[config.mk]
export PLATFORM = sky130hd
export DESIGN_NAME = controlDecoder
export DESIGN_NICKNAME = d
export VERILOG_FILES = /design/src/mipsDefines.svh /design/src/mipsPkg.sv /design/src/controlDecoder.sv
export SDC_FILE = /design/constraint.sdc
export NUM_CORES = 1
export LEC_CHECK = 0
export BUFFER_PORTS_ARGS = -buffer_cell sky130_fd_sc_hd__buf_4
export CORE_AREA = 2 2 39 41
export DETAILED_ROUTE_END_ITERATION = 12
export DIE_AREA = 0 0 41 43
export GPL_TIMING_DRIVEN = 0
export PLACE_DENSITY_LB_ADDON = 0.12
export SLEW_MARGIN = 20
export SYNTH_ARGS = -nofsm -noshare
export SYNTH_HDL_FRONTEND = slang
export SYNTH_SLANG_ARGS = --single-unit
[constraint.sdc]
create_clock -name vclk -period 2.75
set_clock_uncertainty 0.05 [all_clocks]
set_input_delay 0.1375 -clock vclk [all_inputs]
set_output_delay 0.1375 -clock vclk [all_outputs]
set_load 0.02 [all_outputs]
[src/mipsDefines.svh]
`ifndef MIPS_DEFINES_SVH
`define MIPS_DEFINES_SVH

// Machine word and register index
`define DATA_WIDTH 32
`define REG_ADDR_WIDTH 5

// Data RAM depth as a word address, 1024 words
`define DMEM_ADDR_WIDTH 10

// Link destination for jal
`define LINK_REG 5'd31

// Sequential fetch step
`define PC_STEP 32'd4

// Return address sits past the delay slot
`define LINK_OFFSET 32'd8

`endif

[src/mipsPkg.sv]
`default_nettype none

package mipsPkg;

   // Primary opcode in instr[31:26]
   typedef enum logic [5:0] {
      opSpecial = 6'h00,
      opJ       = 6'h02,
      opJal     = 6'h03,
      opBeq     = 6'h04,
      opBne     = 6'h05,
      opBlez    = 6'h06,
      opBgtz    = 6'h07,
      opAddiu   = 6'h09,
      opSlti    = 6'h0a,
      opSltiu   = 6'h0b,
      opAndi    = 6'h0c,
      opOri     = 6'h0d,
      opXori    = 6'h0e,
      opLui     = 6'h0f,
      opLb      = 6'h20,
      opLh      = 6'h21,
      opLw      = 6'h23,
      opLbu     = 6'h24,
      opLhu     = 6'h25,
      opSb      = 6'h28,
      opSh      = 6'h29,
      opSw      = 6'h2b
   } opcodeT;

   // Function field of special instructions, instr[5:0]
   typedef enum logic [5:0] {
      fnJr   = 6'h08,
      fnJalr = 6'h09,
      fnAddu = 6'h21,
      fnSubu = 6'h23,
      fnAnd  = 6'h24,
      fnOr   = 6'h25,
      fnXor  = 6'h26,
      fnNor  = 6'h27,
      fnSlt  = 6'h2a,
      fnSltu = 6'h2b
   } functT;

   // ALU operation select
   typedef enum logic [3:0] {
      aluAdd, aluSub, aluAnd, aluOr, aluXor, aluNor, aluSlt, aluSltu, aluLui
   } aluOpT;

endpackage

`default_nettype wire

[src/controlDecoder.sv]
`timescale 1ns/1ps
`default_nettype none

module controlDecoder
   import mipsPkg::*;
(
   input  opcodeT opcode,
   input  functT  funct,
   output logic   memToReg,
   output logic   regWrite,
   // Low for sign extension, high for zero extension
   output logic   extType,
   output logic   aluSrc,
   output logic   regDst,
   output aluOpT  aluOp,
   output logic   jump,
   output logic   jr,
   output logic   jal,
   output logic   jalr
);

   always_comb begin
      // Defaults describe a bubble
      memToReg = 1'b0;
      regWrite = 1'b0;
      extType  = 1'b0;
      aluSrc   = 1'b0;
      regDst   = 1'b0;
      aluOp    = aluAdd;
      jump     = 1'b0;
      jr       = 1'b0;
      jal      = 1'b0;
      jalr     = 1'b0;
      case (opcode)
         opSpecial: begin
            regDst = 1'b1;
            // Nop and unknown functions fall through without a write
            regWrite = funct inside {fnAddu, fnSubu, fnAnd, fnOr, fnXor, fnNor,
                                     fnSlt, fnSltu, fnJalr};
            case (funct)
               fnSubu:  aluOp = aluSub;
               fnAnd:   aluOp = aluAnd;
               fnOr:    aluOp = aluOr;
               fnXor:   aluOp = aluXor;
               fnNor:   aluOp = aluNor;
               fnSlt:   aluOp = aluSlt;
               fnSltu:  aluOp = aluSltu;
               fnJr:    jr = 1'b1;
               fnJalr:  jalr = 1'b1;
               default: aluOp = aluAdd;
            endcase
         end
         opAddiu, opSlti, opSltiu, opAndi, opOri, opXori, opLui: begin
            regWrite = 1'b1;
            aluSrc   = 1'b1;
            // Logical immediates zero extend
            extType  = opcode inside {opAndi, opOri, opXori};
            case (opcode)
               opSlti:  aluOp = aluSlt;
               opSltiu: aluOp = aluSltu;
               opAndi:  aluOp = aluAnd;
               opOri:   aluOp = aluOr;
               opXori:  aluOp = aluXor;
               opLui:   aluOp = aluLui;
               default: aluOp = aluAdd;
            endcase
         end
         opLb, opLh, opLw, opLbu, opLhu: begin
            regWrite = 1'b1;
            aluSrc   = 1'b1;
            memToReg = 1'b1;
         end
         // Address is base plus sign-extended offset
         opSb, opSh, opSw: aluSrc = 1'b1;
         opJ: jump = 1'b1;
         opJal: begin
            jump     = 1'b1;
            jal      = 1'b1;
            regWrite = 1'b1;
         end
         // Branches only need the sign-extended offset
         default: aluOp = aluAdd;
      endcase
   end

endmodule

`default_nettype wire

Word level (Yosys, flattened, before mapping)
Index checks and enable logic that the tools add are counted.
{"block": "word_totals", "register_bits": 0, "memories": 0, "in_bits": 12, "latch_bits": 0, "elab_cells": 49, "romBits": 0, "ramBits": 0}
{"block": "classes", "shifts": 0, "addsub": 0, "n_reduce_logical": 8, "mul": 0, "mux": 14, "n_div": 0, "n_bitwise": 0, "eq_ne": 27, "n_lt_le_gt_ge": 0}
{"op": "$eq A6 B6 Y1 const B", "n": 16}
{"op": "$eq A6 B4 Y1 const B", "n": 9}
{"op": "$pmux W4 S6", "n": 1}
{"op": "$pmux W3 S7", "n": 1}
{"op": "$reduce_or A15 Y1", "n": 1}
{"op": "$reduce_or A13 Y1", "n": 1}
{"op": "$eq A6 B2 Y1 const B", "n": 2}
{"op": "$mux W1", "n": 10}
{"op": "$reduce_bool A9 Y1", "n": 1}
{"op": "$pmux W4 S2", "n": 1}
{"op": "$reduce_or A7 Y1", "n": 1}
{"op": "$logic_not A6 Y1", "n": 1}
{"op": "$reduce_or A5 Y1", "n": 1}
{"op": "$reduce_bool A3 Y1", "n": 1}
{"op": "$pmux W1 S2", "n": 1}
{"op": "$reduce_or A2 Y1", "n": 1}

Depth between registers and ports, before layout
Gate-level depths: netlist of the first run.
{"block": "logic_depth", "depth_word": 3, "depth_mapped": 5, "mapped_depth_nobuf": 4}

Least setup slack after synthesis of the first run
OpenSTA, ideal clock, no wires.
{"block": "synth_timing", "path_kind": "in2out", "startpoint": "input port opcode[2]", "endpoint": "output port jr", "path_buffers": 1, "slack_ps": 771, "cell_stages": 5, "t_arrival_ps": 1792, "required_ps": 2562, "cell_sequence": "buf_6 > or4_4 > nor4_4 > nand2_1 > nor4b_1"}
{"block": "synth_between", "elab_chain_len": 2}
{"item": "start, declared", "line_no": "controlDecoder.sv:7", "source": "input opcodeT opcode,"}
{"item": "$logic_not A6 Y1", "line_no": "controlDecoder.sv:34", "source": "case (opcode)"}
{"item": "$mux W1", "line_no": "controlDecoder.sv:34"}
{"item": "end, declared", "line_no": "controlDecoder.sv:17", "source": "output logic jr,"}
No other way between the ends.

Final worst setup path of the first run
{"block": "layout_timing", "startpoint": "input port opcode[4]", "endpoint": "output port jr"}
Same word-level chain as after synthesis.

==> impl_metrics.json, run 1 <==
{
  "crit_family": "simple AND/OR/NAND/NOR gates",
  "crit_slowest_cell": "or4_4",
  "die_h_um": 43,
  "maxCapViolCount": 0,
  "yosysWarnings": 0,
  "hold_class": "in2out",
  "routed_wl_um": 913,
  "drc": 0,
  "clkbuf_count": 0,
  "drtPass1Iterations": 2,
  "seq_cell_count": 0,
  "hpwl_um": 749,
  "wl_met2_um": 448,
  "avgSynthCellArea_um2": 5.973,
  "startpoint_type": "input port",
  "synth.distinct_cells": 27,
  "synth.largest_area_cell": "nand2_1",
  "postLayoutCellArea_um2": 494.2,
  "finalMaxSlewViolations": 0,
  "endpoint_kind": "primary output",
  "diodes": 0,
  "hold_viol": 0,
  "setup_violations": 0,
  "ir_drop_mv": 0.06126,
  "regArea_um2": 0,
  "port_buffers": 21,
  "syn_inst": 53,
  "overflow": 0,
  "cp.arrival_ns": 1.60,
  "synth_area_leaders": "nand2_1 11%, nor2_1 9.5%, xor2_1 8.3%",
  "nNetsFinal": 88,
  "synth_seq_area_share_pct": 0,
  "wl_met1_um": 405,
  "synth_top_area_share_pct": 10.67,
  "grt_usage_pct": 11.09,
  "post_dp_cell_area_um2": 494.2,
  "initial_core_util_pct": 22.88,
  "worst_slew_pin_slew_ns": 0.4444,
  "syn-num-nets": 65,
  "clock.fmax_ghz": 0.5598,
  "grt_pass1_wl_um": 1504,
  "vias_per_cell": 4.733,
  "worstPathRequired_ns": 2.56,
  "top_layer_used": "met3",
  "die_w_um": 41,
  "fin_tns_setup_ns": 0,
  "place_congestion": 0.6328,
  "grt_pass1_vias": 369,
  "rows": 14,
  "num_io_pins": 25,
  "syn2layout_area_growth_pct": 56.13,
  "crit_buf_inv": 2,
  "vias": 426,
  "dieArea_um2": 1763,
  "antenna_found_initial": 0,
  "drive_gt1_share_pct": 37.84,
  "core_um2": 1384,
  "wl_per_cell_um": 10.14,
  "cts_setup_buffers": 0,
  "postCtsHoldBufs": 0,
  "final_antenna_net_count": 0,
  "outcome": "complete, no violations",
  "path_cells": "buf_4 > or4_4 > nor4_4 > nand2_1 > nor4b_1 > buf_4",
  "worst_path_most_repeated_cell": "buf_4",
  "synth_area_um2": 316.6,
  "final_util_pct": 35.71,
  "cpPeakStageDelay_ns": 0.57,
  "critPathKind": "in2out",
  "met3_length_um": 59,
  "power_leakage_nw": 0.2327,
  "grt_start_max_net_pins": 11,
  "slew_headroom_pct": 70.15,
  "period_share_pct": 64.96,
  "worst-path-max-fanout": 4,
  "p_total_mw": 0.06130,
  "p_per_area_nw_per_um2": 124.0,
  "postCtsResizedCells": 0,
  "drt-initial-drc-count": 1,
  "rsz0062_at_grt": "false",
  "period_needed_ns": 1.786
}
-- routing by layer --
| metal | track usage (%) | vias up |
|---|---|---|
| li1 | - | 233 |
| met5 | 0 | - |
| met1 | 15.51 | 181 |
| met3 | 0 | 0 |
| met4 | 0 | 0 |
| met2 | 19.38 | 12 |
-- power breakdown --
group | internal [mW] | switching, mW | leakage [nW]
registers | 0 | 0 | 0
clock network | 0 | 0 | 0
logic | 0.0275 | 0.0338 | 0.233
-- final timing paths --
kind	start	to	slack [ns]	depth (start not counted)
worst max-delay path	opcode[4]	jr	0.96	6
worst min-delay path	funct[0]	jr	0.52	3
-- synthesized netlist by cell type, types with 2 or more instances --
cell type  number
nor3_1          2
clkbuf_1        2
inv_1           3
nand2_1         9
nor2_1          8
xor2_1          3
nand3_1         2
o21ai_0         4
a21oi_1         2
-- per-stage QoR --
step	hold slack (ns)	setup WS (ns)	std cells
finish	0.5210	0.9636	90
global route	0.5385	0.8463	90
CTS	0.5241	0.9327	90
detailed placement	0.5221	0.9488	90
global placement	0.5250	0.9370	90
floorplan	0.3081	0.7705	53
-- cell type report --
type,instances,area (um2)
Buffer,4,23.77
Fill cell,169,889.6
Inverter,3,11.26
Multi-Input combinational cell,46,281.5
Tap cell,16,20.02
Timing Repair Buffer,21,157.7
-- layout by cell type (no fill, tap or decap), types with 2 or more instances in the layout --
cell	synthesis	routed
nand2_1	9	9
a21oi_1	2	2
inv_1	3	3
nand3_1	2	2
nor2_1	8	8
xor2_1	3	3
clkbuf_1	2	2
buf_4	0	21
o21ai_0	4	4
nor3_1	2	2
-- cell families after synthesis --
logic type      Yosys count  synth area share, %
xor+xnor                  3                8.302
simple gates             29                51.78
buf+inv                   7                11.07
compound gates           14                28.86
No activity file was read; power rests on OpenSTA's default activity.
==> run 2: changes to the inputs <==
clock period = 1.6 ns   (was 2.75 ns; I/O delays follow)
==> run 2 against run 1 <==
  * The run now ends with negative setup slack left
  * Clock-buffer cell count is the same
  * Die area did not move
  * First-iteration DRC count increased to 4.0 times the previous value
  * Final area is 16% higher
  * Setup slack got worse by 0.98 ns
  * Cell count rose by 4.4%
  * Core utilization grew 5.6 points
  * Critical path type unchanged
  * Sequential cell count unchanged
==> impl_metrics.json, run 2 (same netlist as run 1, synthesis figures left out) <==
{
  "final_antenna_net_count": 0,
  "netSwitchingFraction_pct": 53.07,
  "drive_gt1_share_pct": 44.87,
  "p_switching_mw": 0.06170,
  "ir_drop_mv": 0.08766,
  "drc": 0,
  "slew_headroom_pct": 73.72,
  "clock.fmax_ghz": 0.6186,
  "wl_per_cell_um": 10.60,
  "path_cells": "buf_8 > or4_4 > nor4_4 > buf_4 > nand3_4 > o211ai_1 > buf_4",
  "syn2layout_area_growth_pct": 80.63,
  "seq_cell_count": 0,
  "rows": 14,
  "finalMaxSlewViolations": 0,
  "vias_per_cell": 4.787,
  "initial_core_util_pct": 22.88,
  "grt_start_max_net_pins": 11,
  "rsz0062_at_grt": "true",
  "crit_slowest_cell": "or4_4",
  "hold_class": "in2out",
  "core_um2": 1384,
  "grt_usage_pct": 10.89,
  "p_int_mw": 0.05456,
  "vias": 450,
  "clockPowerShare_pct": 0,
  "hpwl_um": 731.7,
  "cpPeakStageDelay_ns": 0.55,
  "postCtsHoldBufs": 0,
  "port_buffers": 21,
  "drtPass1Iterations": 2,
  "drt-initial-drc-count": 4,
  "regArea_um2": 0,
  "final_cell_mix": "21 x buf_4, 9 x nand2_1, 8 x nor2_1",
  "grt_pass1_vias": 347,
  "worstHoldStart": "funct[0]",
  "clkbuf_count": 0,
  "dieArea_um2": 1763,
  "period_share_pct": 101.0,
  "maxCapViolCount": 0,
  "nNetsFinal": 92,
  "whs_path_depth": 3,
  "power_leakage_nw": 0.2619,
  "overflow": 0,
  "hold_end": "jr",
  "routed_wl_um": 996,
  "worst_path_most_repeated_cell": "buf_4",
  "die_h_um": 43,
  "worstPathRequired_ns": 1.47,
  "whs_ns": 0.4084,
  "place_congestion": 0.7627,
  "p_per_area_nw_per_um2": 203.3,
  "startpoint_type": "input port",
  "failed_checks": "negative setup slack",
  "outcome": "complete, but fails checks",
  "fin_ws_ns": -0.01668,
  "num_io_pins": 25,
  "period_needed_ns": 1.617,
  "antenna_found_initial": 0,
  "critPathKind": "in2out",
  "pwr-share-comb_pct": 100.0,
  "final_util_pct": 41.32,
  "final_common_cell": "buf_4",
  "sequentialPowerShare_pct": 0,
  "cp.arrival_ns": 1.49,
  "worst_slew_pin_slew_ns": 0.3912,
  "setup_violations": 1,
  "diodes": 0,
  "hold_viol": 0,
  "grt_pass1_wl_um": 1476,
  "worst-path-max-fanout": 3,
  "die_w_um": 41,
  "endpoint_kind": "primary output"
}
-- run 2: changes by cell type in the layout (fill, tap and decap cells not counted) --
cell and delta:
o21ai_0 -2, buf_6 +2, nor4b_1 -1, nand3_1 -1, nand3_4 +1, o21ai_1 +2
buf_8 +2, o22ai_1 -1, o22ai_2 +1, nor4b_2 +1
-- run 2: how the worst max path moves through the flow --
stage,start,end,slack (ns),cells after the start
finish,opcode[4],regWrite,-0.02,7
global route,opcode[4],regWrite,-0.12,7
CTS,opcode[4],jr,-0.05,6
detailed placement,opcode[4],jalr,-0.09,6
global placement,opcode[4],jalr,-0.09,6
floorplan,opcode[2],aluOp[1],-0.02,5
-- run 2: area by class of cell --
| cell class | count | area [um2] |
|---|---|---|
| fillers | 152 | 812.0 |
| plain buffers | 4 | 23.77 |
| multi-input cells | 46 | 306.5 |
| repair buffers | 25 | 210.2 |
| well taps | 16 | 20.02 |
| inverters | 3 | 11.26 |
-- run 2: repair_timing --
item / CTS / global route
endpoints found under the hold margin: 0 / 0
buffers inserted: 3 / 1
endpoints found under the setup margin: 3 / 6
gates resized for setup: 4 / 7
pin swaps: 1 / 2
-- run 2: power groups by stage --
stage / Clock, mW / Combinational (mW) / Sequential, mW
after floorplan: 0 / 0.0592 / 0
after global placement: 0 / 0.106 / 0
after detailed placement: 0 / 0.106 / 0
after CTS: 0 / 0.112 / 0
after global routing: 0 / 0.127 / 0
final: 0 / 0.116 / 0
-- run 2: through the flow --
stage          power (mW)  setup WS [ns]  TNS [ns]  instances  area, um2
6_report           0.1163       -0.01668  -0.01668         94      571.8
5_1_grt            0.1270        -0.1201   -0.4690         94      571.8
4_1_cts            0.1118       -0.04973  -0.08543         93      538.0
3_5_place_dp       0.1058       -0.09108   -0.1682         90      500.5
3_3_place_gp       0.1060       -0.09069   -0.1872         90      500.5
2_1_floorplan     0.05923       -0.02147  -0.04903         53      322.8
-- run 2: worst max-delay path: cells and delay by family --
family | cells | cell delay, ns
buf+inv | 3 | 0.44
compound gates | 1 | 0.17
simple gates | 3 | 0.80
-- run 2: per-layer routing --
| layer | part of all wire [%] | vias to the layer above | track usage (%) |
|---|---|---|---|
| li1 | - | 241 | - |
| met1 | 48 | 198 | 18.35 |
| met2 | 45 | 11 | 15.63 |
| met3 | 7.5 | 0 | 0.5236 |
| met4 | 0 | 0 | 0 |
| met5 | 0 | - | 0 |
