===== config.mk =====
export PLATFORM = sky130hd
export DESIGN_NAME = fetchStage
export DESIGN_NICKNAME = d
export VERILOG_FILES = /design/src/mipsPkg.sv /design/src/regFile.sv /design/src/fetchStage.sv
export VERILOG_INCLUDE_DIRS = /design/src
export SDC_FILE = /design/constraint.sdc
export NUM_CORES = 2
export LEC_CHECK = 0
export BUFFER_PORTS_ARGS = -buffer_cell sky130_fd_sc_hd__buf_4
export CORE_AREA = 5 5 373 375
export DETAILED_ROUTE_END_ITERATION = 12
export DIE_AREA = 0 0 378 380
export GPL_TIMING_DRIVEN = 0
export PLACE_DENSITY = 0.6
export SLEW_MARGIN = 20
export SYNTH_ARGS = -nofsm -noshare
export SYNTH_HDL_FRONTEND = slang
export SYNTH_SLANG_ARGS = --single-unit

===== constraint.sdc =====
create_clock -name clk -period 5.5 [get_ports clk]
set_input_delay 1.1 -clock clk [delete_from_list [all_inputs] [get_ports clk]]
set_output_delay 1.1 -clock clk [all_outputs]
set_load 0.1 [all_outputs]

===== src/mipsDefines.svh =====
`ifndef MIPS_DEFINES_SVH
`define MIPS_DEFINES_SVH

// Machine word and register index
`define DATA_WIDTH 32
`define REG_ADDR_WIDTH 5

// Data RAM depth as a word address, 1024 words
`define DMEM_ADDR_WIDTH 10

// Link destination for jal
`define LINK_REG 5'd31

// Sequential fetch step
`define PC_STEP 32'd4

// Return address sits past the delay slot
`define LINK_OFFSET 32'd8

`endif


===== src/mipsPkg.sv =====
`default_nettype none

package mipsPkg;

   // Primary opcode in instr[31:26]
   typedef enum logic [5:0] {
      opSpecial = 6'h00,
      opJ       = 6'h02,
      opJal     = 6'h03,
      opBeq     = 6'h04,
      opBne     = 6'h05,
      opBlez    = 6'h06,
      opBgtz    = 6'h07,
      opAddiu   = 6'h09,
      opSlti    = 6'h0a,
      opSltiu   = 6'h0b,
      opAndi    = 6'h0c,
      opOri     = 6'h0d,
      opXori    = 6'h0e,
      opLui     = 6'h0f,
      opLb      = 6'h20,
      opLh      = 6'h21,
      opLw      = 6'h23,
      opLbu     = 6'h24,
      opLhu     = 6'h25,
      opSb      = 6'h28,
      opSh      = 6'h29,
      opSw      = 6'h2b
   } opcodeT;

   // Function field of special instructions, instr[5:0]
   typedef enum logic [5:0] {
      fnJr   = 6'h08,
      fnJalr = 6'h09,
      fnAddu = 6'h21,
      fnSubu = 6'h23,
      fnAnd  = 6'h24,
      fnOr   = 6'h25,
      fnXor  = 6'h26,
      fnNor  = 6'h27,
      fnSlt  = 6'h2a,
      fnSltu = 6'h2b
   } functT;

   // ALU operation select
   typedef enum logic [3:0] {
      aluAdd, aluSub, aluAnd, aluOr, aluXor, aluNor, aluSlt, aluSltu, aluLui
   } aluOpT;

endpackage

`default_nettype wire


===== src/regFile.sv =====
`timescale 1ns/1ps
`default_nettype none
`include "mipsDefines.svh"

module regFile
   import mipsPkg::*;
(
   input  logic                       clk,
   input  logic [`REG_ADDR_WIDTH-1:0] ra1,
   input  logic [`REG_ADDR_WIDTH-1:0] ra2,
   input  logic                       we,
   input  logic [`REG_ADDR_WIDTH-1:0] wa,
   input  logic [`DATA_WIDTH-1:0]     wd,
   output logic [`DATA_WIDTH-1:0]     rd1,
   output logic [`DATA_WIDTH-1:0]     rd2
);

   // Register 0 has no storage
   logic [`DATA_WIDTH-1:0] regs [1:31];

   always_ff @(posedge clk) begin
      if (we && (wa != '0)) begin
         regs[wa] <= wd;
      end
   end

   // Register 0 reads as zero
   // Write-through bypass lets decode see the value written this cycle
   assign rd1 = (ra1 == '0) ? '0 : ((we && (wa == ra1)) ? wd : regs[ra1]);
   assign rd2 = (ra2 == '0) ? '0 : ((we && (wa == ra2)) ? wd : regs[ra2]);

   // Write address from M must be resolved whenever a write is strobed
   assert property (@(posedge clk) we |-> !$isunknown(wa));

endmodule

`default_nettype wire


===== src/fetchStage.sv =====
`timescale 1ns/1ps
`default_nettype none
`include "mipsDefines.svh"

module fetchStage
   import mipsPkg::*;
(
   input  logic                       clk,
   input  logic                       reset,
   input  logic                       stall,
   input  logic [`DATA_WIDTH-1:0]     instr,
   output logic [`DATA_WIDTH-1:0]     fetchAddr,
   output opcodeT                     opcodeF,
   output functT                      functF,
   // Decoder levels for the word in F
   input  logic                       memToReg, regWrite, extType, aluSrc, regDst,
   input  aluOpT                      aluOp,
   input  logic                       jump, jr, jal, jalr,
   // Redirects resolved in E
   input  logic                       branchTaken,
   input  logic                       regJumpE,
   input  logic [`DATA_WIDTH-1:0]     regTarget,
   // Write port from M
   input  logic                       we,
   input  logic [`REG_ADDR_WIDTH-1:0] wa,
   input  logic [`DATA_WIDTH-1:0]     wd,
   // F/E register
   output logic [`DATA_WIDTH-1:0]     pcE,
   output opcodeT                     opcodeE,
   output logic [`REG_ADDR_WIDTH-1:0] rsE, rtE, rdE,
   output logic [`DATA_WIDTH-1:0]     rd1E, rd2E, immE,
   output logic                       memToRegE, regWriteE, aluSrcE, regDstE,
   output aluOpT                      aluOpE,
   output logic                       jumpE, jrE, jalE, jalrE
);

   logic [`DATA_WIDTH-1:0] pc;
   logic [`DATA_WIDTH-1:0] nextPc;
   logic [`DATA_WIDTH-1:0] immF;
   logic [`DATA_WIDTH-1:0] rd1F;
   logic [`DATA_WIDTH-1:0] rd2F;
   logic [25:0]            targetE;

   // Field split
   assign opcodeF = opcodeT'(instr[31:26]);
   assign functF  = functT'(instr[5:0]);
   assign immF    = extType ? {16'b0, instr[15:0]} : {{16{instr[15]}}, instr[15:0]};

   regFile regs (
      .clk(clk),
      .ra1(instr[25:21]),
      .ra2(instr[20:16]),
      .we (we),
      .wa (wa),
      .wd (wd),
      .rd1(rd1F),
      .rd2(rd2F)
   );

   // Redirect priority is branch then jump then register jump
   always_comb begin
      if (branchTaken) begin
         nextPc = pcE + `PC_STEP + {immE[`DATA_WIDTH-3:0], 2'b00};
      end else if (jumpE) begin
         // Region bits come from the delay slot PC
         nextPc = {pc[`DATA_WIDTH-1:`DATA_WIDTH-4], targetE, 2'b00};
      end else if (regJumpE) begin
         nextPc = regTarget;
      end else begin
         nextPc = pc + `PC_STEP;
      end
   end

   // Stall refetches the word now in F
   assign fetchAddr = reset ? '0 : (stall ? pc : nextPc);

   always_ff @(posedge clk) begin
      if (reset) begin
         pc <= '0;
      end else if (!stall) begin
         pc <= nextPc;
      end
   end

   // F/E register
   // Reset wins over stall and loads a bubble
   always_ff @(posedge clk) begin
      if (reset || !stall) begin
         pcE       <= reset ? '0 : pc;
         opcodeE   <= reset ? opSpecial : opcodeF;
         rsE       <= reset ? '0 : instr[25:21];
         rtE       <= reset ? '0 : instr[20:16];
         rdE       <= reset ? '0 : instr[15:11];
         rd1E      <= reset ? '0 : rd1F;
         rd2E      <= reset ? '0 : rd2F;
         immE      <= reset ? '0 : immF;
         targetE   <= reset ? '0 : instr[25:0];
         memToRegE <= reset ? 1'b0 : memToReg;
         regWriteE <= reset ? 1'b0 : regWrite;
         aluSrcE   <= reset ? 1'b0 : aluSrc;
         regDstE   <= reset ? 1'b0 : regDst;
         aluOpE    <= reset ? aluAdd : aluOp;
         jumpE     <= reset ? 1'b0 : jump;
         jrE       <= reset ? 1'b0 : jr;
         jalE      <= reset ? 1'b0 : jal;
         jalrE     <= reset ? 1'b0 : jalr;
      end
   end

endmodule

`default_nettype wire


After elaboration in Yosys (flattened, before gate mapping)
Memories as Yosys holds them, arrays and structs flattened. A register that Yosys moved wholly into a read port is not among the register bits.
Index checks and enable logic that the tools add are counted.
- register bits after elaboration: 140
- memories: 1
- word-level logic and storage cells: 38
- output and inout port bits: 205
- memory bits (writable): 992
- $add $sub $neg: 3
- mux-type cells: 7
- reduce and logical (&&, ||, !) cells: 9
- memories (name ; depth ; bits a word ; rd ports ; clocked after Yosys merged registers in ; write ports ; line ; text):
    regs.regs ; 31 ; 32 ; 2 ; 2 ; 1 ; regFile.sv:19 ; logic [`DATA_WIDTH-1:0] regs [1:31];
- operators by type and width (operator ; number):
    $mux W32 ; 5
    $add A32 B3 Y32 const B ; 2
    $add A32 B32 Y32 ; 1
    $logic_not A5 Y1 ; 2
    $reduce_or A2 Y1 ; 3
    $reduce_bool A5 Y1 ; 1
    $mux W1 ; 2
    $logic_and A1 B1 Y1 ; 1
    $logic_not A1 Y1 ; 1
    $logic_or A1 B1 Y1 ; 1

Depth between registers and ports, before layout
- depth in word-level cells: 6
- mapped depth: 14
- depth with buffers taken out: 14

By module
A second synthesis with hierarchy kept.
- cell total of the unflattened synthesis: 3797
- area total of the unflattened synthesis: 57132.3 um^2
- by module, submodules not included (module ; instances ; cells each ; area an instance (um^2) ; seq. area each (um^2)):
    regFile ; 1 ; 2858 ; 47311.6 ; 29788.6
    fetchStage ; 1 ; 939 ; 9820.7 ; 4874.7

Least setup slack after synthesis
Ideal clock, no wire load.
- path type: input to output
- start: in stall
- end: out fetchAddr[13]
- buffers on the path: 0
- required time: 4.400 ns
- setup slack: -2.173 ns
- data arrival time: 6.573 ns
- stages on the path: 4
- cells stage by stage: inv_1 > nor2_1 > inv_1 > o21ai_0
- word-level cells in the longest chain between the ends: 2
- ends and longest elaborated chain (what ; line ; text):
    start: declaration ; fetchStage.sv:10 ; input logic stall,
    $mux W32 (2 in series) ; - ;
    end: declaration ; fetchStage.sv:12 ; output logic [`DATA_WIDTH-1:0] fetchAddr,
No other way between the ends.

Worst setup path in the final report
- start: reg immE[1]
- end: out fetchAddr[17]
- word-level cells in the longest chain between the ends: 4
- ends and longest elaborated chain (what ; line ; text):
    start: declaration ; fetchStage.sv:31 ; output logic [`DATA_WIDTH-1:0] rd1E, rd2E, immE,
    start signal: assignment ; fetchStage.sv:96 ; immE <= reset ? '0 : immF;
    $add A32 B32 Y32 ; fetchStage.sv:63 ; nextPc = pcE + `PC_STEP + {immE[`DATA_WIDTH-3:0], 2'b00};
    $mux W32 ; fetchStage.sv:62 ; if (branchTaken) begin
    $mux W32 (2 in series) ; - ;
No other way between the ends.

==> flow_results.xml <==
<?xml version="1.0" encoding="UTF-8"?>
<metrics>
  <group name="route">
    <metric name="final_antenna_net_count" unit="">0</metric>
    <metric name="first_pass_iters" unit="">9</metric>
    <metric name="via_per_inst" unit="">6.387</metric>
    <metric name="route.final.wire_length" unit="mm">197.2</metric>
    <metric name="drc" unit="">0</metric>
    <metric name="drt_first_iter_violations" unit="">5055</metric>
    <metric name="post_drt_wl_per_cell" unit="um">34.75</metric>
    <metric name="routed-via-count" unit="">36250</metric>
  </group>
  <group name="grt">
    <metric name="grt_remaining_overflow" unit="">0</metric>
    <metric name="grt_util_all_layers" unit="%">27.02</metric>
    <metric name="grt_start_max_net_pins" unit="">34</metric>
    <metric name="grt_pass1_wl" unit="mm">272.2</metric>
    <metric name="via_count_of_the_first_global_routing_pass" unit="">35680</metric>
    <metric name="number_of_antenna_violations_at_the_first_check_in_global_routing" unit="">15</metric>
  </group>
  <group name="timing">
    <metric name="final.setup.worst_slack" unit="ns">0.2053</metric>
    <metric name="hold_viol_final" unit="">0</metric>
    <metric name="tightestPinTransition" unit="ns">1.259</metric>
    <metric name="highest_clock_rate" unit="GHz">0.1889</metric>
    <metric name="fin_worst_hold_slack" unit="ns">0.5621</metric>
    <metric name="worst_slew_slack_as_a_fraction_of_its_limit" unit="%">16.07</metric>
    <metric name="timing.final.setup_violations" unit="">0</metric>
    <metric name="final_min_period_over_clock_period" unit="%">96.27</metric>
    <metric name="setup-tns-final" unit="ns">0</metric>
    <metric name="unrepaired_setup_endpoints_after_global_routing" unit="">false</metric>
    <metric name="timing_max_transition_violations_final" unit="">0</metric>
    <metric name="period_needed" unit="ns">5.295</metric>
    <metric name="skew" unit="ns">0.02786</metric>
  </group>
  <group name="critical_path">
    <metric name="reg2reg_from" unit="">immE[1]</metric>
    <metric name="crit_path_start" unit="">immE[1]</metric>
    <metric name="worstSetupEndpointType" unit="">output port</metric>
    <metric name="start_kind" unit="">flip-flop</metric>
    <metric name="critical_path_class" unit="">flip-flop to output port</metric>
    <metric name="worstPathMaxFanout" unit="">3</metric>
    <metric name="timing.critical_path.required" unit="ns">4.40</metric>
    <metric name="cp_data_arrival_time" unit="ns">4.19</metric>
  </group>
  <group name="yosys">
    <metric name="synth_top_cell_by_area" unit="">sky130_fd_sc_hd__edfxtp_1</metric>
    <metric name="synth_ff_type" unit="">sky130_fd_sc_hd__edfxtp_1</metric>
    <metric name="netlist-cell-type-count" unit="">76</metric>
    <metric name="synth_sequential_area_ratio" unit="%">61.37</metric>
    <metric name="syn_area" unit="sq mm">0.05648</metric>
    <metric name="flop_and_latch_count_out_of_synthesis" unit="">1165</metric>
    <metric name="count_of_synthesis_stage_warnings_from_yosys" unit="">0</metric>
    <metric name="post_synth_inst_count" unit="">3265</metric>
    <metric name="postSynthNetCount" unit="">3444</metric>
    <metric name="synth.avg_cell_area" unit="sq um">17.30</metric>
    <metric name="netlist_top_cells_area" unit="">sky130_fd_sc_hd__edfxtp_1 60%, sky130_fd_sc_hd__mux4_2 20%, sky130_fd_sc_hd__mux2i_1 3.5%</metric>
    <metric name="synth_edf_count" unit="">1133</metric>
    <metric name="netlist.area_leader.share" unit="%">60.24</metric>
    <metric name="ys_async_sr_fraction" unit="%">0</metric>
  </group>
  <group name="place">
    <metric name="placed_cells" unit="">5426</metric>
    <metric name="place_hpwl" unit="mm">138.6</metric>
    <metric name="placement.io_buffers" unit="">309</metric>
    <metric name="placement.setup.worst_slack" unit="ns">0.01673</metric>
    <metric name="place.gp.congestion" unit="">0.9222</metric>
  </group>
  <group name="cts">
    <metric name="clock_root_cell" unit="">sky130_fd_sc_hd__clkbuf_16</metric>
    <metric name="clk-insertion-delay-late" unit="ns">0.79</metric>
    <metric name="clk_path_buf_depth" unit="">3</metric>
    <metric name="clock_sinks" unit="">1165</metric>
    <metric name="cts_max_level" unit="">4</metric>
    <metric name="numCtsBuffers" unit="">131</metric>
    <metric name="cts_tree" unit="">done</metric>
    <metric name="worst_setup_hold_path_clk_slew" unit="ns">0.06</metric>
    <metric name="post_cts_hold_buffer_count" unit="">0</metric>
  </group>
  <group name="die">
    <metric name="io_pins" unit="">325</metric>
    <metric name="die_h" unit="um">380</metric>
    <metric name="die-area" unit="sq mm">0.1436</metric>
    <metric name="die_w" unit="um">378</metric>
    <metric name="placeableCoreArea" unit="sq mm">0.1350</metric>
    <metric name="start_util" unit="%">41.85</metric>
    <metric name="core_rows" unit="">135</metric>
  </group>
  <group name="worst_hold_path">
    <metric name="worstHoldStart" unit="">pc[11]</metric>
    <metric name="worst_hold_path_type" unit="">flip-flop to flip-flop</metric>
  </group>
  <group name="finish">
    <metric name="final_layout_size_suffix_gt1_share" unit="%">34.23</metric>
    <metric name="sequential_cell_area" unit="sq mm">0.03466</metric>
    <metric name="num-nets-final" unit="">3965</metric>
    <metric name="postLayoutCoreUtil" unit="%">49.91</metric>
    <metric name="multiInputGateArea" unit="sq mm">0.02060</metric>
    <metric name="fillers" unit="">11100</metric>
    <metric name="area_growth" unit="%">19.27</metric>
    <metric name="final_cells" unit="">5676</metric>
  </group>
  <group name="power_and_ir_drop">
    <metric name="total_leakage_power" unit="nW">22.94</metric>
    <metric name="power_per_cell_area" unit="mW/mm^2">334.7</metric>
    <metric name="peakVddDrop" unit="mV">0.2507</metric>
  </group>
  <group name="run_status">
    <metric name="run_status" unit="">completed</metric>
  </group>
  <group name="job">
    <metric name="maxCapViolations" unit="">0</metric>
  </group>
</metrics>
==> report_power, final <==
group / switching, mW / internal, mW
clock network: 3.67 / 5.11
registers: 0.141 / 9.98
logic: 2.54 / 1.11
total: 6.36 / 16.2
==> area by class of cell <==
type                       count  area share (%)
antenna                       10         0.03715
timing repair buffer         388           5.979
buffer                       276           2.195
multi-input combinational   1800           30.58
tap                         1781           3.308
sequential                  1165           51.46
clock buffer                 154           5.121
clock inverter                78           1.159
inverter                      24          0.1579
==> layer usage <==
layer	up-vias	track usage (%)	part of all wire (%)
met5	-	0	0.020
met4	6	9.965	4.1
met3	430	6.514	11
met2	2357	42.17	46
met1	18900	37.12	39
li1	14560	-	-
==> kinds of logic after synthesis <==
logic type	count (synthesis)	synth area share (%)
AOI/OAI and AO/OA	473	5.315
DFF	1165	61.37
xor gates and xnor gates	49	0.7599
buffers and inverters	300	2.747
adders and majority gates	59	1.320
and+or+nand+nor	492	4.220
muxes	727	24.26
==> worst paths after layout <==
path	endpoint	slack, ns	depth (start not counted)
worst min register to register	pc[11]	0.56	2
worst max register to register	pc[31]	2.21	12
worst min-delay path	pc[11]	0.56	2
worst max-delay path	fetchAddr[17]	0.21	14
==> worst max-delay path: stages (launching register included) <==
cell and delay (ns):
sky130_fd_sc_hd__edfxtp_1 0.43, sky130_fd_sc_hd__ha_1 0.30, sky130_fd_sc_hd__ha_1 0.16, sky130_fd_sc_hd__inv_1 0.06, sky130_fd_sc_hd__fa_1 0.45, sky130_fd_sc_hd__nand2b_1 0.20, sky130_fd_sc_hd__a21oi_2 0.25, sky130_fd_sc_hd__o221ai_2 0.15
sky130_fd_sc_hd__o21ai_2 0.20, sky130_fd_sc_hd__buf_4 0.15, sky130_fd_sc_hd__nor4_1 0.04, sky130_fd_sc_hd__a31o_2 0.22, sky130_fd_sc_hd__o31ai_1 0.26, sky130_fd_sc_hd__a32o_1 0.24, sky130_fd_sc_hd__buf_4 0.31
==> flip-flops by register name, summed over array words and instances, names as in the netlist, 2 cells and up <==
name,count
rdE,4
immE,12
regs.regs,992
targetE,2
rd1E,32
rsE,5
aluOpE,4
rd2E,32
pcE,32
pc,32
rtE,4
opcodeE,6
==> synthesized netlist by cell type, types with 7 or more instances <==
cell	count
sky130_fd_sc_hd__mux4_2	512
sky130_fd_sc_hd__xnor2_1	24
sky130_fd_sc_hd__clkbuf_1	110
sky130_fd_sc_hd__mux2i_1	198
sky130_fd_sc_hd__nand2b_1	7
sky130_fd_sc_hd__dfxtp_1	32
sky130_fd_sc_hd__buf_6	12
sky130_fd_sc_hd__a211oi_1	89
sky130_fd_sc_hd__nor2_1	250
sky130_fd_sc_hd__xor2_1	25
sky130_fd_sc_hd__mux2_2	17
sky130_fd_sc_hd__nand2_1	47
sky130_fd_sc_hd__o221ai_1	17
sky130_fd_sc_hd__a21oi_1	187
sky130_fd_sc_hd__buf_4	58
sky130_fd_sc_hd__a31oi_1	8
sky130_fd_sc_hd__o211ai_1	11
sky130_fd_sc_hd__inv_1	24
sky130_fd_sc_hd__buf_2	67
sky130_fd_sc_hd__o22ai_1	25
sky130_fd_sc_hd__and3_1	8
sky130_fd_sc_hd__nor4_1	8
sky130_fd_sc_hd__nand3_1	25
sky130_fd_sc_hd__edfxtp_1	1133
sky130_fd_sc_hd__buf_1	26
sky130_fd_sc_hd__o21ai_0	55
sky130_fd_sc_hd__a21o_1	16
sky130_fd_sc_hd__ha_1	58
sky130_fd_sc_hd__nor2b_1	93
sky130_fd_sc_hd__nor3_1	14
==> layout by cell type, fill, tap and decap left out, drive strengths merged, types with 18 or more instances in the layout <==
cell	synthesis	routed
buf	166	554
ha	58	58
nor2	250	250
inv	24	28
mux4	512	512
xor2	25	25
nand3	27	27
o221ai	18	18
xnor2	24	24
edfxtp	1133	1133
a211oi	89	89
nor2b	93	93
clkbuf	110	264
o21ai	59	59
clkinv	0	56
nand2	48	48
dfxtp	32	32
o22ai	25	25
mux2i	198	198
a21oi	190	190
==> through the flow <==
| stage | total power, mW | instance area (sq um) |
|---|---|---|
| floorplan | 12.73 | 56580 |
| global route | 23.17 | 67340 |
| global placement | 13.86 | 61120 |
| finish | 22.55 | 67360 |
| detailed placement | 13.92 | 63000 |
| CTS | 22.62 | 67290 |
==> repair_timing <==
item / in CTS / in global routing
gates resized for setup: 2 / 2
setup buffers: 5 / 2
endpoints found under the setup margin: 11 / 4
pin swaps: 0 / 2
gates cloned: 0 / 0
(Power assumes the default switching activity.)
