### src/mipsDefines.svh
`ifndef MIPS_DEFINES_SVH
`define MIPS_DEFINES_SVH

// Machine word and register index
`define DATA_WIDTH 32
`define REG_ADDR_WIDTH 5

// Data RAM depth as a word address, 1024 words
`define DMEM_ADDR_WIDTH 10

// Link destination for jal
`define LINK_REG 5'd31

// Sequential fetch step
`define PC_STEP 32'd4

// Return address sits past the delay slot
`define LINK_OFFSET 32'd8

`endif

### src/mipsPkg.sv
`default_nettype none

package mipsPkg;

   // Primary opcode in instr[31:26]
   typedef enum logic [5:0] {
      opSpecial = 6'h00,
      opJ       = 6'h02,
      opJal     = 6'h03,
      opBeq     = 6'h04,
      opBne     = 6'h05,
      opBlez    = 6'h06,
      opBgtz    = 6'h07,
      opAddiu   = 6'h09,
      opSlti    = 6'h0a,
      opSltiu   = 6'h0b,
      opAndi    = 6'h0c,
      opOri     = 6'h0d,
      opXori    = 6'h0e,
      opLui     = 6'h0f,
      opLb      = 6'h20,
      opLh      = 6'h21,
      opLw      = 6'h23,
      opLbu     = 6'h24,
      opLhu     = 6'h25,
      opSb      = 6'h28,
      opSh      = 6'h29,
      opSw      = 6'h2b
   } opcodeT;

   // Function field of special instructions, instr[5:0]
   typedef enum logic [5:0] {
      fnJr   = 6'h08,
      fnJalr = 6'h09,
      fnAddu = 6'h21,
      fnSubu = 6'h23,
      fnAnd  = 6'h24,
      fnOr   = 6'h25,
      fnXor  = 6'h26,
      fnNor  = 6'h27,
      fnSlt  = 6'h2a,
      fnSltu = 6'h2b
   } functT;

   // ALU operation select
   typedef enum logic [3:0] {
      aluAdd, aluSub, aluAnd, aluOr, aluXor, aluNor, aluSlt, aluSltu, aluLui
   } aluOpT;

endpackage

`default_nettype wire

### src/alu.sv
`timescale 1ns/1ps
`default_nettype none
`include "mipsDefines.svh"

module alu
   import mipsPkg::*;
(
   input  logic [`DATA_WIDTH-1:0] a,
   input  logic [`DATA_WIDTH-1:0] b,
   input  aluOpT                  op,
   output logic [`DATA_WIDTH-1:0] result
);

   logic lessSigned;
   logic lessUnsigned;

   assign lessSigned   = $signed(a) < $signed(b);
   assign lessUnsigned = a < b;

   always_comb begin
      case (op)
         aluSub:  result = a - b;
         aluAnd:  result = a & b;
         aluOr:   result = a | b;
         aluXor:  result = a ^ b;
         aluNor:  result = ~(a | b);
         // Set-less-than yields 0 or 1
         aluSlt:  result = {{(`DATA_WIDTH-1){1'b0}}, lessSigned};
         aluSltu: result = {{(`DATA_WIDTH-1){1'b0}}, lessUnsigned};
         // Immediate moves into the upper half
         aluLui:  result = {b[15:0], 16'b0};
         default: result = a + b;
      endcase
   end

endmodule

`default_nettype wire

### src/executeStage.sv
`timescale 1ns/1ps
`default_nettype none
`include "mipsDefines.svh"

module executeStage
   import mipsPkg::*;
(
   input  logic                       clk,
   input  logic                       reset,
   input  logic                       stall,
   // From the F/E register
   input  logic [`DATA_WIDTH-1:0]     pcE,
   input  opcodeT                     opcodeE,
   input  logic [`REG_ADDR_WIDTH-1:0] rsE, rtE, rdE,
   input  logic [`DATA_WIDTH-1:0]     rd1E, rd2E, immE,
   input  logic                       memToRegE, regWriteE, aluSrcE, regDstE,
   input  aluOpT                      aluOpE,
   input  logic                       jumpE, jrE, jalE, jalrE,
   // Result leaving M
   input  logic [`DATA_WIDTH-1:0]     wbData,
   output logic                       branchTaken,
   output logic                       regJumpE,
   output logic [`DATA_WIDTH-1:0]     regTarget,
   output logic [`DATA_WIDTH-1:0]     aluOutE,
   output logic [`DATA_WIDTH-1:0]     storeDataE,
   // E/M register
   output logic [`DATA_WIDTH-1:0]     aluOutM,
   output opcodeT                     opcodeM,
   output logic [`REG_ADDR_WIDTH-1:0] waM,
   output logic                       regWriteM, memToRegM, linkM, jalM,
   output logic [`DATA_WIDTH-1:0]     pcM
);

   logic                       fwdA;
   logic                       fwdB;
   logic [`DATA_WIDTH-1:0]     srcA;
   logic [`DATA_WIDTH-1:0]     srcB;
   logic [`REG_ADDR_WIDTH-1:0] waE;

   // M-to-E forwarding
   // Register 0 never forwards
   assign fwdA = regWriteM && (waM != '0) && (waM == rsE);
   assign fwdB = regWriteM && (waM != '0) && (waM == rtE);
   assign srcA = fwdA ? wbData : rd1E;
   assign srcB = fwdB ? wbData : rd2E;

   assign storeDataE = srcB;
   assign regTarget  = srcA;
   assign regJumpE   = jrE || jalrE;

   alu aluUnit (
      .a     (srcA),
      .b     (aluSrcE ? immE : srcB),
      .op    (aluOpE),
      .result(aluOutE)
   );

   // Branch compare on forwarded operands
   always_comb begin
      case (opcodeE)
         opBeq:   branchTaken = (srcA == srcB);
         opBne:   branchTaken = (srcA != srcB);
         opBlez:  branchTaken = srcA[`DATA_WIDTH-1] || (srcA == '0);
         opBgtz:  branchTaken = !srcA[`DATA_WIDTH-1] && (srcA != '0);
         default: branchTaken = 1'b0;
      endcase
   end

   // Destination is r31 for jal, rd for R-type and jalr, else rt
   assign waE = jalE ? `LINK_REG : (regDstE ? rdE : rtE);

   // E/M register
   always_ff @(posedge clk) begin
      if (reset || !stall) begin
         aluOutM   <= reset ? '0 : aluOutE;
         opcodeM   <= reset ? opSpecial : opcodeE;
         waM       <= reset ? '0 : waE;
         regWriteM <= reset ? 1'b0 : regWriteE;
         memToRegM <= reset ? 1'b0 : memToRegE;
         linkM     <= reset ? 1'b0 : (jalE || jalrE);
         jalM      <= reset ? 1'b0 : jalE;
         pcM       <= reset ? '0 : pcE;
      end
   end

   // Jump flag from the F/E register never coincides with a local redirect
   assert property (@(posedge clk) disable iff (reset)
      $onehot0({branchTaken, jumpE, regJumpE}));

endmodule

`default_nettype wire

### config.mk
export PLATFORM = sky130hd
export DESIGN_NAME = executeStage
export DESIGN_NICKNAME = d
export VERILOG_FILES = /design/src/mipsPkg.sv /design/src/alu.sv /design/src/executeStage.sv
export VERILOG_INCLUDE_DIRS = /design/src
export SDC_FILE = /design/constraint.sdc
export NUM_CORES = 1
export LEC_CHECK = 0
export ABC_CLOCK_PERIOD_IN_PS = 5300
export BUFFER_PORTS_ARGS = -buffer_cell sky130_fd_sc_hd__buf_2
export CAP_MARGIN = 20
export CORE_ASPECT_RATIO = 1.25
export CORE_MARGIN = 3
export CORE_UTILIZATION = 40
export DETAILED_ROUTE_END_ITERATION = 8
export GPL_TIMING_DRIVEN = 0
export PLACE_DENSITY_LB_ADDON = 0.2
export RECOVER_POWER = 50
export SLEW_MARGIN = 25
export SYNTH_ARGS = -nofsm -noshare
export SYNTH_HDL_FRONTEND = slang
export SYNTH_SLANG_ARGS = --single-unit
### constraint.sdc
create_clock -name clk -period 5.3 [get_ports clk]
set_input_delay 0 -clock clk [delete_from_list [all_inputs] [get_ports clk]]
set_output_delay 0 -clock clk [all_outputs]
set_load 0.05 [all_outputs]
# Word-level counts from Yosys, hierarchy flattened
# Cells that the tools add are included.
# op_classes
bitwise_logic,4
n_reduce_logical,13
addsub,2
n_mux,7
eq_ne,16
magnitude_cmp,2
# ops
operator,n
32-bit case mux with 8 select lines,1
32-bit two-way mux,3
32-bit < comparator,2
32-bit adder,1
32-bit AND,1
32-bit == test,1
32-bit zero test,1
32-bit != test,1
32-bit inverter,1
32-bit bitwise OR,1
32-bit nonzero test,1
32-bit subtractor,1
32-bit bitwise XOR,1
6-bit by 3-bit == test with 1-bit output (second input constant),4
4-bit by 3-bit == test with 1-bit output (second input constant),4
5-bit == test,2
5-bit two-way mux,2
4-bit by 2-bit == test with 1-bit output (second input constant),2
5-bit nonzero test,1
4-bit by 1-bit == test with 1-bit output (second input constant),1
4-bit == test (second input constant),1
1-bit logical AND,4
1-bit logical OR,4
1-bit case mux with 4 select lines,1
1-bit zero test,2
# word_totals
output_inout_bits,177
input_bits,196
reg_bits,79
wordCells,52

# Longest topological paths before layout
# Gate-level depths: netlist (run 1).
# logic_depth
depth_word,8
depth_mapped,20
depth_no_buf,17

# Cells and area by module
# From an unflattened synthesis (run 1), not the netlist that was laid out.
# hier_totals
hier_cells,1396
hier_area_um2,11118.2
# by_module_without_submodules
module,area_each_um2,seq_area_each_um2,cells_per_inst,n_inst
executeStage,5612.9,2372.3,568,1
alu,5505.3,0.0,828,1

# Worst setup path before layout (run 1)
# OpenSTA, ideal clock, no wires.
# synth_path
path_kind,reg2reg
start,register waM[4]
end,"register aluOutM[21], data pin"
required_ns,5.157
synth_period_minus_slack_ns,6.325
setup_time_ns,0.143
path_stages_with_launch,17
setup_slack_ns,-1.025
arrival_ns,6.182
n_path_buf,2
path_cell_list,edfxtp_1 -> or4_4 -> o211ai_2 -> buf_2 -> nor2_1 -> o21ai_0 -> mux2i_1 -> ha_1 -> clkbuf_1 -> nor4_1 -> o31ai_1 -> a311o_1 -> a31o_2 -> a211o_1 -> o211a_1 -> o221ai_1 -> nor2b_1
# synth_between
elab_cells_between_ends,16
cone_classes,add/sub: 2; eq/ne: 2; mux: 4; bitwise: 4; reduce/logical: 4
# synth_lines
item,line,rtl
"start, declared",executeStage.sv:29,"output logic [`REG_ADDR_WIDTH-1:0] waM,"
"start signal, assigned",executeStage.sv:77,waM <= reset ? '0 : waE;
5-bit nonzero test,executeStage.sv:43,assign fwdB = regWriteM && (waM != '0) && (waM == rtE);
1-bit logical AND,executeStage.sv:43,
1-bit logical AND *,executeStage.sv:43,
32-bit two-way mux *,executeStage.sv:45,assign srcB = fwdB ? wbData : rd2E;
via storeDataE[4],executeStage.sv:25,"output logic [`DATA_WIDTH-1:0] storeDataE,"
32-bit two-way mux *,executeStage.sv:53,".b (aluSrcE ? immE : srcB),"
32-bit adder / 32-bit subtractor (equally long branches),"alu.sv:32, alu.sv:22",
32-bit case mux with 8 select lines *,alu.sv:21,case (op)
via aluOutE[21],executeStage.sv:24,"output logic [`DATA_WIDTH-1:0] aluOutE,"
"end signal, assigned",executeStage.sv:75,aluOutM <= reset ? '0 : aluOutE;
"end, declared",executeStage.sv:27,"output logic [`DATA_WIDTH-1:0] aluOutM,"
# Mark *: on every way through the listed nets, which the timed path passes. The rest lies on a longest branch.
# A chain may end at the register's enable or synchronous reset.

# Final worst setup path (run 1)
# layout_path
start,register waM[0]
end,output port aluOutE[31]
# layout_between
elab_chain_cells,8
elab_cells_between_ends,16
cone_classes,add/sub: 2; eq/ne: 2; mux: 4; bitwise: 4; reduce/logical: 4
# layout_lines
item,line
"parallel branches: the longest is 7 deep, another holds 32-bit adder",-
32-bit case mux with 8 select lines *,alu.sv:21
"end, declared",executeStage.sv:24
# Every way passes the cells marked *.

==> impl_metrics.env, run 1 <==
export IMPL_cp_max_fo=10
export IMPL_tightest_slew_ps=3050
export IMPL_syn_to_final_growth_pct=34.2
export IMPL_ant_nets=0
export IMPL_violations="capacitance limit, slew limit"
export IMPL_grtUsageMet2=0.672
export IMPL_grt_pass1_vias=13600
export IMPL_crit_required_ps=5300
export IMPL_fin_area_mm2=0.0150
export IMPL_cts_buffers=9
export IMPL_slew_headroom=-1.04
export IMPL_p_per_area_mw_per_mm2=260
export IMPL_vias=14400
export IMPL_finalSetupViolCount=0
export IMPL_dr_pass1_iters=6
export IMPL_layout_cells_most_common_list="buf_2 (289), clkbuf_1 (126), inv_1 (105), nor2_1 (88), ha_1 (86)"
export IMPL_drc=0
export IMPL_cts_htree_levels=3
export IMPL_use_met3=0.0612
export IMPL_die_x_um=155
export IMPL_instances_no_fill=2245
export IMPL_finClkSkew_ps=14.7
export IMPL_globalRouteTotalUtil=0.391
export IMPL_place_area_mm2=0.0135
export IMPL_hold_path_class="in2reg"
export IMPL_report_final_slew_viol_count=55
export IMPL_insertion_delay_ps=370
export IMPL_synthCells=1457
export IMPL_yosys_warnings=0
export IMPL_cts_sinks=79
export IMPL_synth_seq_cells=79
export IMPL_post_route_period_util=0.990
export IMPL_globalplace_congestion=1.03
export IMPL_netlist_area_mm2=0.0111
export IMPL_max_clock_freq_mhz=191
export IMPL_dp_hpwl_um=49300
export IMPL_portBuffers=365
export IMPL_seqCellArea_mm2=0.00237
export IMPL_grt_first_pass_wirelength_um=87000
export IMPL_grt_max_degree=55
export IMPL_mostFrequentLayoutCell="buf_2"
export IMPL_cp_arrival_ps=5250
export IMPL_drive_gt1_frac=0.271
export IMPL_ys_flop_type="edfxtp_1"
export IMPL_period_minus_slack_ps=5250
export IMPL_cts_root_buf="clkbuf_16"
export IMPL_cp_start_kind="register"
export IMPL_rows=67
export IMPL_hold_viol=0
export IMPL_rrSetupSlack_ps=70
export IMPL_tritoncts="built"
export IMPL_fp_dieH_um=193
export IMPL_clk_path_buf_depth=2
export IMPL_status="complete, but fails checks"
export IMPL_drt_iter0_markers=1368
export IMPL_placed_cells=2169
export IMPL_gr_usage_met1=0.460
export IMPL_synthDistinctLibCells=82
export IMPL_peakVddDrop_mv=0.155
export IMPL_clk_pin_slew_ps=80
export IMPL_synth_edff_count=79
export IMPL_fillers=2758
export IMPL_async_reset_ff_frac=0
export IMPL_syn_area_per_cell_um2=7.65
export IMPL_final_util=0.551
export IMPL_multi_input_area_mm2=0.00857
export IMPL_end_kind="output port"
export IMPL_drt_total_wl_um=61400
export IMPL_wl_per_cell_um=27.4
export IMPL_core_mm2=0.0272
export IMPL_syn_nets=1751
export IMPL_pin_count=373
export IMPL_p_total_uw=3890
export IMPL_initial_utilization=0.410
export IMPL_ys_seq_area_frac=0.213
export IMPL_overflow=0
export IMPL_antenna_found_initial=5
export IMPL_drt_vias_per_instance=6.39
export IMPL_top_usage_layer="met2"
export IMPL_max_cap_violations=1
export IMPL_layout_nets=2184
export IMPL_die_area_mm2=0.0299
export IMPL_critPathKind="reg2out"
export IMPL_p_leak_uw=0.00644
[per-stage QoR]
stage,hold slack (ps),TNS [ps],worst slack [ps]
after floorplan,196,0,1.15
after global placement,287,-13160,-816
after detailed placement,296,-11010,-714
after CTS,35.7,-40.2,-22.2
after global routing,51.0,-11.9,-11.9
final,43.8,0,54.6
[state kept, by name, summed over array words and instances (netlist names)]
signal and cells:
aluOutM 32, jalM 1, linkM 1, memToRegM 1
opcodeM 6, pcM 32, regWriteM 1, waM 5
[per-layer routing]
metal  part of all wire  up-vias
met3              0.091      215
li1                   -     6359
met1               0.37     6813
met4              0.069        0
met5                  0        -
met2               0.47      968
[worst paths after layout]
check,startpoint,end,cells past startpoint
max,waM[0],aluOutE[31],18
max reg2reg,waM[0],aluOutM[31],17
min,pcE[0],pcM[0],2
min reg2reg,regWriteM,aluOutM[20],7
[timing repair]
item / CTS / global route
setup buffers: 10 / 8
resized for setup: 78 / 116
hold endpoints to repair: 45 / 0
endpoints found under the setup margin: 44 / 27
hold buffers: 45 / 0
pin swaps: 6 / 14
[worst max-delay path, stage by stage (launching register included)]
cell,delay (ps)
edfxtp_1,430
or4_4,570
o211ai_2,230
buf_4,230
nor2_4,80
o21ai_2,280
mux2_2,310
inv_1,80
ha_1,360
clkbuf_2,260
nor3_4,280
nor3b_1,250
o211ai_1,130
buf_4,170
a21bo_2,230
a32o_1,250
o211a_1,240
a22oi_2,260
buf_6,210
[where the power goes]
part | leakage [µW] | switching, µW | internal (µW) | total, µW
combinational | 0.00543 | 1670 | 675 | 2340
sequential | 0.000846 | 20.4 | 772 | 792
clock | 0.000164 | 327 | 425 | 752
total | 0.00644 | 2020 | 1870 | 3890
[final cells by class]
cell class | count | area share
antenna | 5 | 0.000836
multi-input combinational | 1170 | 0.573
inverter | 112 | 0.0284
sequential | 79 | 0.159
buffer | 88 | 0.0296
timing repair buffer | 430 | 0.158
clock buffer | 9 | 0.0151
tap | 345 | 0.0289
clock inverter | 7 | 0.00728
[cell families (layout without fill, tap and decap cells)]
logic type | after synthesis | after routing | synth area share
other cells | 0 | 5 | 0
flops | 79 | 79 | 0.213
fa+ha+maj | 98 | 98 | 0.111
buf+inv | 208 | 646 | 0.0749
compound gates | 504 | 504 | 0.313
simple gates | 517 | 517 | 0.242
mux | 30 | 30 | 0.0291
xor+xnor | 21 | 21 | 0.0165
[Yosys cell counts (all sizes together) (6+ instances only)]
| cell | n | area share |
|---|---|---|
| o22ai | 8 | 0.0045 |
| a211oi | 19 | 0.013 |
| nor2b | 72 | 0.040 |
| or3 | 7 | 0.0039 |
| o21bai | 17 | 0.011 |
| o31ai | 10 | 0.0067 |
| xor2 | 9 | 0.0071 |
| o211ai | 24 | 0.018 |
| and2 | 29 | 0.016 |
| a22oi | 29 | 0.020 |
| a31oi | 12 | 0.0067 |
| a221o | 14 | 0.013 |
| mux2 | 19 | 0.019 |
| nor2 | 90 | 0.030 |
| ha | 96 | 0.11 |
| a21o | 19 | 0.013 |
| and4 | 7 | 0.0055 |
| mux2i | 11 | 0.0099 |
| nand2 | 91 | 0.031 |
| o211a | 6 | 0.0054 |
| edfxtp | 79 | 0.21 |
| a221oi | 23 | 0.018 |
| nand3 | 89 | 0.040 |
| o21ai | 111 | 0.050 |
| o21a | 22 | 0.015 |
| nor4 | 18 | 0.011 |
| o221a | 6 | 0.0061 |
| nand2b | 13 | 0.0073 |
| a21oi | 97 | 0.044 |
| and3 | 13 | 0.0077 |
| inv | 112 | 0.038 |
| nor3 | 26 | 0.012 |
| clkbuf | 68 | 0.023 |
| a211o | 6 | 0.0047 |
| xnor2 | 12 | 0.0094 |
| a22o | 24 | 0.019 |
| buf | 28 | 0.014 |
| o221ai | 10 | 0.0079 |
| nand4 | 47 | 0.026 |
(Power assumes the default switching activity.)
==> inputs of run 2 (changes only) <==
CORE_UTILIZATION = 31   (was 40)
CTS_CLUSTER_DIAMETER = 50   (was not set)
RECOVER_POWER = 100   (was 50)
==> run 2 against run 1 <==
  * Clock power rose by 1%
  * Final area grew 1.9%
  * Critical endpoint unchanged
  * The run ends with setup timing left
  * Via count is 0.77% lower
  * Register-to-register slack improved by 40 ps
  * Power grew 1.1%
  * Largest power group unchanged
  * Sequential share of layout area fell by 0.29 points
  * Global-route usage down 7.5 points
  * Non-clock buffer count up 1
  * Die area increased by 28%
==> impl_metrics.env, run 2 (synthesis results as in run 1) <==
export IMPL_status="complete, but fails checks"
export IMPL_violations="setup timing"
export IMPL_finalWorstSetupSlack_ps=-16.6
export IMPL_peakVddDrop_mv=0.164
export IMPL_grt_pass1_vias=14000
export IMPL_antenna_found_initial=6
export IMPL_die_area_mm2=0.0383
export IMPL_power_frac_clock=0.194
export IMPL_dr_pass1_iters=6
export IMPL_period_minus_slack_ps=5320
export IMPL_critPathKind="in2out"
export IMPL_drc=0
export IMPL_cts_buffers=9
export IMPL_critical_path_top_delay_family="buffers and inverters"
export IMPL_layout_nets=2185
export IMPL_portBuffers=365
export IMPL_wl_per_cell_um=26.5
export IMPL_pin_count=373
export IMPL_pwr_share_comb=0.605
export IMPL_tightest_slew_ps=1130
export IMPL_mostFrequentLayoutCell="buf_2"
export IMPL_cts_sinks=79
export IMPL_drt_total_wl_um=63000
export IMPL_dp_hpwl_um=50900
export IMPL_p_total_uw=3930
export IMPL_grt_max_degree=53
export IMPL_clk_path_buf_depth=2
export IMPL_insertion_delay_ps=380
export IMPL_tritoncts="built"
export IMPL_cp_max_fo=10
export IMPL_globalplace_congestion=0.997
export IMPL_crit_required_ps=5300
export IMPL_path_cells="buf_2 > inv_1 > clkbuf_2 > clkbuf_2 > buf_1 > clkbuf_1 > nand3_1 > o21a_1 > inv_1 > ha_2 > or4_4 > nor3b_2 > o211ai_1 > buf_4 > a21bo_2 > a32o_1 > o211a_1 > a22oi_2 > buf_6"
export IMPL_finalSetupViolCount=1
export IMPL_syn_to_final_growth_pct=36.7
export IMPL_cp_arrival_ps=5320
export IMPL_hold_path_class="in2reg"
export IMPL_report_final_slew_viol_count=0
export IMPL_p_seq_frac=0.201
export IMPL_max_cap_violations=0
export IMPL_cp_start_kind="input port"
export IMPL_globalRouteTotalUtil=0.316
export IMPL_fillers=3820
export IMPL_vias=14200
export IMPL_slew_headroom=0.245
export IMPL_cp_slowest_cell="or4_4"
export IMPL_drive_gt1_frac=0.280
export IMPL_p_leak_uw=0.00649
export IMPL_cts_root_buf="clkbuf_16"
export IMPL_die_x_um=176
export IMPL_hold_viol=0
export IMPL_post_route_period_util=1.00
export IMPL_fp_dieH_um=218
export IMPL_cp_slowest_stage_delay_ps=570
export IMPL_rrSetupSlack_ps=110
export IMPL_max_clock_freq_mhz=188
export IMPL_drt_iter0_markers=1278
export IMPL_core_mm2=0.0355
export IMPL_rows=77
export IMPL_overflow=0
export IMPL_rsz0062_at_grt="yes"
export IMPL_ant_nets=0
export IMPL_cts_htree_levels=3
export IMPL_p_per_area_mw_per_mm2=258
export IMPL_end_kind="output port"
export IMPL_finClkSkew_ps=14.3
export IMPL_drt_vias_per_instance=6.00
export IMPL_fin_area_mm2=0.0152
export IMPL_tns_ps=-16.6
export IMPL_initial_utilization=0.314
export IMPL_power_switching_uw=2040
export IMPL_intPower_uw=1890
export IMPL_top_regs="aluOutM: 32 flops, pcM: 32 flops, opcodeM: 6 flops"
export IMPL_clk_pin_slew_ps=80
export IMPL_place_area_mm2=0.0137
export IMPL_layout_cells_most_common_list="buf_2 (290), clkbuf_1 (118), inv_1 (106), nor2_1 (86), nand2_1 (85)"
export IMPL_grt_first_pass_wirelength_um=90300
export IMPL_path_buf_inv=9
export IMPL_sw_frac_of_total=0.519
-- run 2: worst paths after layout --
path,from,endpoint,cells past startpoint
min,jalE,waM[1],3
max,aluSrcE,aluOutE[31],19
min reg2reg,waM[1],aluOutM[16],8
max reg2reg,waM[0],aluOutM[31],17
-- run 2: metal layers --
layer	routed length [µm]	GRT usage
met1	23900	0.377
met2	29600	0.531
met3	5180	0.0543
met4	4320	0.185
met5	16	0
-- run 2: what timing repair did --
action                                  in CTS  in global routing
endpoints found under the setup margin      46                 30
gates resized for setup                     89                125
buffers inserted                            10                  7
hold buffers                                46                  0
hold endpoints to repair                    46                  0
pin swaps                                   11                 21
-- run 2: worst min-delay path, stage by stage --
cell      delay (ps)
buf_2            190
a211oi_1          60
nor2_1            70
-- run 2: area by class of cell --
cell class | instances | area (µm²) | area share
multi-input combinational | 1170 | 8630 | 0.567
timing repair buffer | 430 | 2400 | 0.158
sequential | 79 | 2370 | 0.156
tap | 474 | 593 | 0.0389
buffer | 89 | 460 | 0.0302
inverter | 112 | 428 | 0.0281
clock buffer | 9 | 225 | 0.0148
clock inverter | 7 | 114 | 0.00747
antenna | 5 | 12.5 | 0.000821
-- run 2: power by group through the flow --
stage	clock network, µW	logic (µW)	registers [µW]
after floorplan	0	1240	1060
after global placement	0	2140	805
after detailed placement	0	2150	804
after CTS	769	2270	789
after global routing	787	2500	798
final	761	2380	791
-- run 2: per-stage QoR --
stage / instances / setup slack (ps) / hold slack, ps / utilization
2_1_floorplan: 1457 / 1.15 / 196 / -
3_3_place_gp: 2296 / -829 / 288 / 0.384
3_5_place_dp: 2298 / -853 / 297 / 0.386
4_1_cts: 2365 / -8.26 / 48.2 / 0.419
5_1_grt: 2375 / -110 / 80.8 / 0.430
6_report: 2375 / -16.6 / 57.9 / 0.430
